===== src/common/mips_consts.svh =====
`ifndef MIPS_CONSTS_SVH
`define MIPS_CONSTS_SVH

// First instruction fetched after reset.
`define MIPS_RESET_VECTOR 32'h0000_0004

// RAM geometry, in 32-bit words.
`define MIPS_RAM_WORDS    256
`define MIPS_RAM_IDX_W    8

// Primary opcodes.
`define MIPS_OPC_SPECIAL  6'h00
`define MIPS_OPC_J        6'h02
`define MIPS_OPC_ADDIU    6'h09
`define MIPS_OPC_LW       6'h23
`define MIPS_OPC_SW       6'h2b

// Funct codes under SPECIAL.
`define MIPS_FUNCT_JR     6'h08
`define MIPS_FUNCT_ADDU   6'h21

`define MIPS_REG_V0       5'd2

`endif

===== src/common/mips_pkg.sv =====
package mips_pkg;

    // Basic widths.
    typedef logic [31:0] word_t;
    typedef logic [31:0] addr_t;
    typedef logic [4:0]  reg_idx_t;

    // Supported operations, anything else decodes to op_illegal.
    typedef enum logic [2:0] {
        op_addiu,
        op_addu,
        op_lw,
        op_sw,
        op_j,
        op_jr,
        op_illegal
    } opcode_t;

    typedef struct packed {
        opcode_t     op;
        reg_idx_t    rs;
        reg_idx_t    rt;
        reg_idx_t    rd;
        word_t       imm;
        logic [25:0] index;
    } decoded_t;

    // Avalon master request, driven by the core.
    typedef struct packed {
        addr_t       address;
        logic        write;
        logic        read;
        word_t       writedata;
        logic [3:0]  byteenable;
    } avalon_req_t;

    typedef enum logic [2:0] {
        ctrl_fetch,
        ctrl_fetch_wait,
        ctrl_execute,
        ctrl_mem_wait,
        ctrl_halted
    } ctrl_state_t;

endpackage


===== src/hw/cpu/cpu_core.sv =====
`timescale 1ns/10ps

module cpu_core (
    input  logic                  clk,
    input  logic                  arst_n,
    output mips_pkg::avalon_req_t bus,
    input  logic                  waitrequest,
    input  mips_pkg::word_t       readdata,
    output logic                  active,
    output mips_pkg::word_t       register_v0
);
    import mips_pkg::*;

    ctrl_state_t state;
    word_t       instr;
    decoded_t    dec;
    addr_t       pc;
    addr_t       mem_addr;
    addr_t       jump_target;
    word_t       rs_data;
    word_t       rt_data;
    word_t       result;
    logic        read;
    logic        write;
    logic        ir_load;
    logic        pc_step;
    logic        reg_we;
    logic        jump;
    logic        halt_req;

    // Instruction register.
    always_ff @(posedge clk or negedge arst_n) begin
        if (!arst_n) begin
            instr <= '0;
        end else if (ir_load) begin
            instr <= readdata;
        end
    end

    // Fetch uses the PC, data accesses use the computed address.
    always_comb begin
        bus.address    = (state == ctrl_mem_wait) ? mem_addr : pc;
        bus.write      = write;
        bus.read       = read;
        bus.writedata  = rt_data;
        bus.byteenable = 4'hf;
    end

    cpu_control u_control (
        .clk(clk), .arst_n(arst_n), .op(dec.op), .waitrequest(waitrequest),
        .halt_req(halt_req), .state(state), .read(read), .write(write),
        .ir_load(ir_load), .pc_step(pc_step), .reg_we(reg_we), .active(active)
    );

    pc_counter u_pc (
        .clk(clk), .arst_n(arst_n), .pc_step(pc_step), .jump(jump),
        .jump_target(jump_target), .pc(pc), .halt_req(halt_req)
    );

    reg_file u_regs (
        .clk(clk), .arst_n(arst_n), .rs(dec.rs), .rt(dec.rt), .rd(dec.rd),
        .we(reg_we), .wdata(result), .rs_data(rs_data), .rt_data(rt_data),
        .v0(register_v0)
    );

    alu_exec u_exec (
        .instr(instr), .pc(pc), .rs_data(rs_data), .rt_data(rt_data),
        .mem_rdata(readdata), .dec(dec), .result(result), .mem_addr(mem_addr),
        .jump(jump), .jump_target(jump_target)
    );

endmodule


===== src/hw/cpu/alu_exec.sv =====
`timescale 1ns/10ps

`include "mips_consts.svh"

module alu_exec (
    input  mips_pkg::word_t    instr,
    input  mips_pkg::addr_t    pc,
    input  mips_pkg::word_t    rs_data,
    input  mips_pkg::word_t    rt_data,
    input  mips_pkg::word_t    mem_rdata,
    output mips_pkg::decoded_t dec,
    output mips_pkg::word_t    result,
    output mips_pkg::addr_t    mem_addr,
    output logic               jump,
    output mips_pkg::addr_t    jump_target
);
    import mips_pkg::*;

    word_t operand;
    word_t sum;
    addr_t pc_plus4;

    // ~~~~~~~~~~~~~~~~~~~~~~~~~~~~~~~~~~~~~~~~~~~~~~~~~~~~~~~~~~~~~~~~~~~~~~
    // Decode
    // ~~~~~~~~~~~~~~~~~~~~~~~~~~~~~~~~~~~~~~~~~~~~~~~~~~~~~~~~~~~~~~~~~~~~~~
    always_comb begin
        dec.rs    = instr[25:21];
        dec.rt    = instr[20:16];
        dec.rd    = instr[20:16];
        dec.imm   = {{16{instr[15]}}, instr[15:0]};
        dec.index = instr[25:0];
        dec.op    = op_illegal;
        case (instr[31:26])
            `MIPS_OPC_SPECIAL: begin
                if (instr[5:0] == `MIPS_FUNCT_ADDU) begin
                    dec.op = op_addu;
                    dec.rd = instr[15:11];
                end else if (instr[5:0] == `MIPS_FUNCT_JR) begin
                    dec.op = op_jr;
                end
            end
            `MIPS_OPC_ADDIU: dec.op = op_addiu;
            `MIPS_OPC_LW:    dec.op = op_lw;
            `MIPS_OPC_SW:    dec.op = op_sw;
            `MIPS_OPC_J:     dec.op = op_j;
            default:         dec.op = op_illegal;
        endcase
    end

    // One adder serves addiu, addu and load/store addressing.
    assign operand  = (dec.op == op_addu) ? rt_data : dec.imm;
    assign sum      = rs_data + operand;
    assign mem_addr = sum;
    assign result   = (dec.op == op_lw) ? mem_rdata : sum;

    // j keeps the top bits of the delay-slot address.
    assign pc_plus4    = pc + 32'd4;
    assign jump        = (dec.op == op_j) || (dec.op == op_jr);
    assign jump_target = (dec.op == op_jr) ? rs_data
                                           : {pc_plus4[31:28], dec.index, 2'b00};

endmodule


===== src/hw/cpu/reg_file.sv =====
`timescale 1ns/10ps

`include "mips_consts.svh"

module reg_file (
    input  logic               clk,
    input  logic               arst_n,
    input  mips_pkg::reg_idx_t rs,
    input  mips_pkg::reg_idx_t rt,
    input  mips_pkg::reg_idx_t rd,
    input  logic               we,
    input  mips_pkg::word_t    wdata,
    output mips_pkg::word_t    rs_data,
    output mips_pkg::word_t    rt_data,
    output mips_pkg::word_t    v0
);
    import mips_pkg::*;

    word_t regs [32];

    always_ff @(posedge clk or negedge arst_n) begin
        if (!arst_n) begin
            for (int i = 0; i < 32; i++) begin
                regs[i] <= '0;
            end
        end else if (we && (rd != 5'd0)) begin
            regs[rd] <= wdata;
        end
    end

    // Register zero is never written and keeps reading as zero.
    assign rs_data = regs[rs];
    assign rt_data = regs[rt];
    assign v0      = regs[`MIPS_REG_V0];

endmodule


===== src/hw/cpu/pc_counter.sv =====
`timescale 1ns/10ps

`include "mips_consts.svh"

module pc_counter (
    input  logic            clk,
    input  logic            arst_n,
    input  logic            pc_step,
    input  logic            jump,
    input  mips_pkg::addr_t jump_target,
    output mips_pkg::addr_t pc,
    output logic            halt_req
);
    import mips_pkg::*;

    // Address of the instruction after the current one, which is
    // the jump target while a delay slot is running.
    addr_t npc;

    always_ff @(posedge clk or negedge arst_n) begin
        if (!arst_n) begin
            pc       <= `MIPS_RESET_VECTOR;
            npc      <= `MIPS_RESET_VECTOR + 32'd4;
            halt_req <= 1'b0;
        end else if (pc_step) begin
            pc <= npc;
            // PC plus eight in straight-line code.
            if (jump) begin
                npc <= jump_target;
            end else begin
                npc <= npc + 32'd4;
            end
            // Jump to zero means the program is finished.
            if (jump && (jump_target == '0)) begin
                halt_req <= 1'b1;
            end
        end
    end

endmodule


===== src/hw/cpu/cpu_control.sv =====
`timescale 1ns/10ps

module cpu_control (
    input  logic                  clk,
    input  logic                  arst_n,
    input  mips_pkg::opcode_t     op,
    input  logic                  waitrequest,
    input  logic                  halt_req,
    output mips_pkg::ctrl_state_t state,
    output logic                  read,
    output logic                  write,
    output logic                  ir_load,
    output logic                  pc_step,
    output logic                  reg_we,
    output logic                  active
);
    import mips_pkg::*;

    ctrl_state_t state_d;
    logic        is_mem;

    assign is_mem = (op == op_lw) || (op == op_sw);

    // ~~~~~~~~~~~~~~~~~~~~~~~~~~~~~~~~~~~~~~~~~~~~~~~~~~~~~~~~~~~~~~~~~~~~~~
    // Next state and strobes
    // ~~~~~~~~~~~~~~~~~~~~~~~~~~~~~~~~~~~~~~~~~~~~~~~~~~~~~~~~~~~~~~~~~~~~~~
    always_comb begin
        state_d = state;
        read    = 1'b0;
        write   = 1'b0;
        ir_load = 1'b0;
        pc_step = 1'b0;
        reg_we  = 1'b0;
        case (state)
            ctrl_fetch, ctrl_fetch_wait: begin
                read = 1'b1;
                if (!waitrequest) begin
                    ir_load = 1'b1;
                    state_d = ctrl_execute;
                end else begin
                    state_d = ctrl_fetch_wait;
                end
            end
            ctrl_execute: begin
                if (is_mem) begin
                    state_d = ctrl_mem_wait;
                end else begin
                    pc_step = 1'b1;
                    reg_we  = (op == op_addiu) || (op == op_addu);
                    state_d = halt_req ? ctrl_halted : ctrl_fetch;
                end
            end
            ctrl_mem_wait: begin
                // Bus request held until the slave lets go.
                read  = (op == op_lw);
                write = (op == op_sw);
                if (!waitrequest) begin
                    pc_step = 1'b1;
                    reg_we  = (op == op_lw);
                    state_d = halt_req ? ctrl_halted : ctrl_fetch;
                end
            end
            default: state_d = ctrl_halted;
        endcase
    end

    always_ff @(posedge clk or negedge arst_n) begin
        if (!arst_n) begin
            state  <= ctrl_fetch;
            active <= 1'b0;
        end else begin
            state  <= state_d;
            active <= (state_d != ctrl_halted);
        end
    end

endmodule


===== config.mk =====
export PLATFORM = sky130hd
export DESIGN_NAME = cpu_core
export DESIGN_NICKNAME = d
export VERILOG_FILES = /design/src/common/mips_pkg.sv /design/src/hw/cpu/cpu_core.sv /design/src/hw/cpu/alu_exec.sv /design/src/hw/cpu/reg_file.sv /design/src/hw/cpu/pc_counter.sv /design/src/hw/cpu/cpu_control.sv
export VERILOG_INCLUDE_DIRS = /design/src /design/src/common
export SDC_FILE = /design/constraint.sdc
export NUM_CORES = 2
export LEC_CHECK = 0
export BUFFER_PORTS_ARGS = -buffer_cell sky130_fd_sc_hd__buf_2
export CORE_MARGIN = 2
export CORE_UTILIZATION = 53
export CTS_CLUSTER_SIZE = 16
export DETAILED_ROUTE_END_ITERATION = 7
export HOLD_SLACK_MARGIN = 0.03
export PLACE_DENSITY = 0.69
export SLEW_MARGIN = 15
export SYNTH_ARGS = -nofsm -noshare
export SYNTH_HDL_FRONTEND = slang
export SYNTH_SLANG_ARGS = --single-unit

===== constraint.sdc =====
create_clock -name clk -period 8.24 [get_ports clk]
set_input_delay 0.824 -clock clk [delete_from_list [all_inputs] [get_ports clk]]
set_output_delay 0.824 -clock clk [all_outputs]
set_load 0.02 [all_outputs]

[After elaboration in Yosys (flattened, before gate mapping)]
Cells that the tools add are included.
Operators by class
  reductions and logical operators: 13
  bitwise gates (word level): 3
  equality and inequality tests: 15
  $lt $le $gt $ge: 4
  $add $sub $neg: 3
  multiplexer cells: 33
Operators by type and width (number)
  $bwmux 1024: 1
  $bmux 32 s5: 2
  $mux 32: 10
  $demux 32 s5: 1
  $add 32x3->32 const B: 2
  $add 32x32->32: 1
  $logic_not 32->1: 1
  $eq 6x6->1 const B: 3
  $ge 6x6->1 const B: 3
  $not 5->6: 3
  $pmux 3 s5: 1
  $eq 3x2->1 const B: 4
  $eq 6x4->1 const B: 2
  $mux 3: 4
  $mux 5: 2
  $pmux 3 s3: 1
  $eq 3x1->1 const B: 2
  $eq 3x3->1 const B: 2
  $eq 6x2->1 const B: 1
  $logic_not 3->1: 2
  $logic_not 6->1: 1
  $lt 6x1->1 const B: 1
  $mux 1: 6
  $pmux 1 s2: 3
  other kinds (7): 12
Word-level totals
  output and inout bits: 103
  input port bits: 35
  word-level logic and storage cells: 109
  bits in registers: 1125

[Logic depth before layout (Yosys ltp)]
  word-level depth: 9
  gate-level depth with buffers: 21
  depth with buffers taken out: 16

[Cells and area by module]
A second synthesis with hierarchy kept.
Second synthesis, totals
  cells, all modules: 5642
  area total of the unflattened synthesis: 64743.3 sq um
By module, submodules not included
  reg_file: times used 1, area each 55594.6 sq um, sequential area each 25624.6 sq um, cells an instance 4641
  alu_exec: times used 1, area each 3788.6 sq um, sequential area each 0.0 sq um, cells an instance 538
  pc_counter: times used 1, area each 3357.0 sq um, sequential area each 1629.1 sq um, cells an instance 326
  cpu_core: times used 1, area each 1764.2 sq um, sequential area each 800.8 sq um, cells an instance 111
  cpu_control: times used 1, area each 239.0 sq um, sequential area each 100.1 sq um, cells an instance 26

[Worst setup path after synthesis]
Ideal clock, no wire load.
  kind: register to output
  start point: register instr[16]
  end point: output bus[67] (netlist name)
  arrival: 4.972 ns
  stages on the path, launching flop included: 20
  path buffers: 5
  required time: 7.416 ns
  slack: 2.444 ns
  cell sequence: dfrtp_1 > buf_2 > buf_2 > clkbuf_1 > buf_2 > mux4_2 > mux4_2 > nand2_1 > a31oi_1 > ha_1 > buf_2 > o21ai_0 > o21ai_0 > o221ai_2 > a211o_1 > o21a_1 > o211ai_2 > a31oi_2 > xor2_1 > o21ai_0
RTL lines
  start, declared: RTL line cpu_core.sv:15  | word_t instr;
  start signal, assigned: RTL line cpu_core.sv:36  | instr <= readdata;
  end, declared: RTL line cpu_core.sv:6  | output mips_pkg::avalon_req_t bus,

==> metrics.txt <==
outcome finished clean; Worst slew margin 0.127; drt drc 0; maximum VDD drop 0.182 mV; post-route clock period utilization 0.917; Cell variety after synth 83; Worst R2R End u_regs.regs[211]$_DFFE_PN0P_; antenna violations before repair 12; largest net degree at the start of global routing 161; Post-CTS Hold Fix Bufs 0; fin util 0.585; CTS max path bufs 3; commonest non-fill, non-tap cell in the layout nand2_1; hold_ws 0.119 ns; clk_skew 0.0298 ns; core area 114000 µm²; Final Hold Viols 0; critical path's most frequent cell o21ai_0; I/O Pins 138; clock sinks 1125; PwrDens 250 nW/µm²; GP Congestion 0.989; Rows 124; r2r startpoint instr[22]$_DFFE_PN0P_; post-layout min period 7.56 ns; R2R depth 15; leakage 29.3 nW; Worst Setup Start Kind flop; CTS Buf Count 117; Seq/Total Area, Yosys 0.461; Mapped Cells 5768; synthesized flop and latch total 1125; global-route usage over all layers 0.381; Slew @ Worst Pin 1.31 ns; latest clock arrival within the worst-skew pair 0.74 ns; final antenna-violating net count 0; share of layout cells above drive strength 1 0.210; wire per inst 31.2 µm; final wirelength 224000 µm; asr flop ratio synth 1.00; critical path depth in cells 17; root buffer cell clkbuf_16; crit path buf inv count 2; GRT overflow 0; RSZ-0062 raised after global routing no; CP endpoint kind output port; setup TNS 0 ns; Max-cap violations 0; reg2reg setup slack 1.33 ns; Die Y 344 µm; Post-Syn Area per Cell 10.6 µm²; CP peak stage delay 1.02 ns; first-pass GRT wire length 326000 µm; CP top delay family compound AO/OA/AOI/OAI gates; Slew Viols, Final 0; vias post-DR 49700; die area 118000 µm²; fmax 132 MHz; Final #Nets 5635; fill count 9266; Post-synth EDFFs 0; htree depth 3; P&R area growth vs syn 9.53%; Mapped Area 61100 µm²; Final Setup Violations 0; DP Wirelength 142000 µm; Final Non-Filler Cells 7188; HP Class in -> async; DR iter-0 viols 7143; CTS resizes 0; maximum fanout along the worst path 57; ys flop type dfrtp_1; CP Data Required Time 7.42 ns; critical path data arrival time 6.73 ns; Vias/cell 6.92; CTS tree yes; vias in the first global route 47000; post-CTS setup buffers 0; Port Buffer Count 133; 1st-pass router iterations 7; Ys Warns 0; crit path cell chain buf_12, mux4_2, mux2i_1, nor2_1, a221oi_1, nand3_1, ha_1, o21ai_0, o211ai_1, o221ai_2, a211o_1, o21a_1, o211ai_2, a31oi_4, xor2_1, o21ai_0, buf_2; Initial Util 0.534; CP max-delay cell dfrtp_4; dpl cells 6960; most frequent cells in the layout nand2_1 (1249), dfrtp_1 (1114), o21ai_0 (869); Die X 344 µm; Worst-path clk slew 0.06 ns; Critical Setup Path Class reg -> out
-- power breakdown --
part,internal (mW),switching [mW],leakage (nW)
Clock,3.56,2.36,2.12
Sequential,5.79,0.495,15.5
Combinational,1.37,3.14,11.7
Total,10.7,5.99,29.3
-- worst reg2reg max path, stage by stage, from the launching register on --
cell and delay, ns:
dfrtp_4 1.04, buf_4 0.55, mux4_2 0.38, nor2b_1 0.25, a211oi_1 0.08, a211oi_1 0.80, ha_1 0.40, a211oi_1 0.32
o21ai_1 0.20, o221ai_2 0.32, a211o_1 0.34, nand4b_1 0.14, a31oi_1 0.22, xor2_1 0.39, o21a_1 0.97, o21ai_0 0.33
-- synthesized netlist by cell type (all sizes together), types with 3 or more instances --
cell	instances	area (µm²)
or3	6	42.5
o21ai	985	4930
a31oi	47	334
and4	4	35.0
ha	32	400
a21o	26	195
a41o	5	50.1
buf	280	1500
nand3	76	380
nand4	26	169
clkbuf	331	1240
nor2	235	897
mux4	520	11700
mux2i	171	1720
a211oi	16	133
xor2	15	131
o22a	13	114
nor2b	22	138
and2	16	100
a221oi	18	158
xnor2	16	140
o22ai	4	25.0
a21oi	165	841
nor3b	8	65.1
nor3	25	136
o31ai	3	22.5
and3	21	131
dfrtp	1123	28100
a32oi	5	43.8
a22o	13	114
mux2	70	788
a311oi	3	26.3
nor4	10	150
o211ai	11	87.6
o21bai	6	45.0
or2	3	18.8
a32o	3	30.0
inv	17	63.8
a22oi	76	571
o21a	11	82.6
nand2b	21	131
nand2	1284	4820
-- how the worst max path moves through the flow --
stage                          startpoint      end  slack (ns)
finish              instr[23]$_DFFE_PN0P_  bus[67]        0.68
CTS                 instr[23]$_DFFE_PN0P_  bus[67]        0.82
global route        instr[23]$_DFFE_PN0P_  bus[67]        0.42
floorplan           instr[16]$_DFFE_PN0P_  bus[67]        2.44
detailed placement  instr[23]$_DFFE_PN0P_  bus[67]        1.61
global placement    instr[23]$_DFFE_PN0P_  bus[67]        1.63
-- sequential cells by signal, indices dropped and copies added, names as in the netlist --
| name | count |
|---|---|
| u_regs.regs | 992 |
| u_control.active | 1 |
| u_control.state | 3 |
| u_pc.pc | 32 |
| u_regs.v0 | 32 |
| u_pc.halt_req | 1 |
| u_pc.npc | 32 |
| instr | 32 |
-- cell families (layout without fill, tap and decap cells) --
group	count (synthesis)	after routing	synth area share
buf+inv	628	528	0.0460
simple gates	1763	1763	0.119
mux	761	761	0.233
fa+ha+maj	33	33	0.00688
other cells	1	9	0.0000614
compound gates	1426	1426	0.130
xor+xnor	31	31	0.00444
flops	1125	1125	0.461
-- routing by layer --
layer  vias up  GRT usage  routed length, µm
met5         -          0                 87
met4        12      0.226              15300
met3       826      0.133              32200
met2      3643      0.536              95300
met1     24900      0.514              81600
li1      20300          -                  -
-- cell type report --
type / count / area (µm²) / share of cell area
clock inverter: 54 / 818 / 0.0122
inverter: 17 / 63.8 / 0.000954
timing repair buffer: 288 / 2030 / 0.0303
tap: 1512 / 1890 / 0.0283
sequential: 1125 / 28200 / 0.421
antenna: 5 / 12.5 / 0.000187
clock buffer: 169 / 3490 / 0.0521
multi-input combinational: 4018 / 30400 / 0.455
-- metrics by stage --
step | power [mW] | instance area (µm²) | setup slack [ns]
after floorplan | 9.01 | 61100 | 2.44
after global placement | 10.7 | 62600 | 1.63
after detailed placement | 10.7 | 62600 | 1.61
after CTS | 16.6 | 66900 | 0.819
after global routing | 17.2 | 66900 | 0.425
final | 16.7 | 66900 | 0.683
Note: power is estimated with default switching activity, not from simulation.
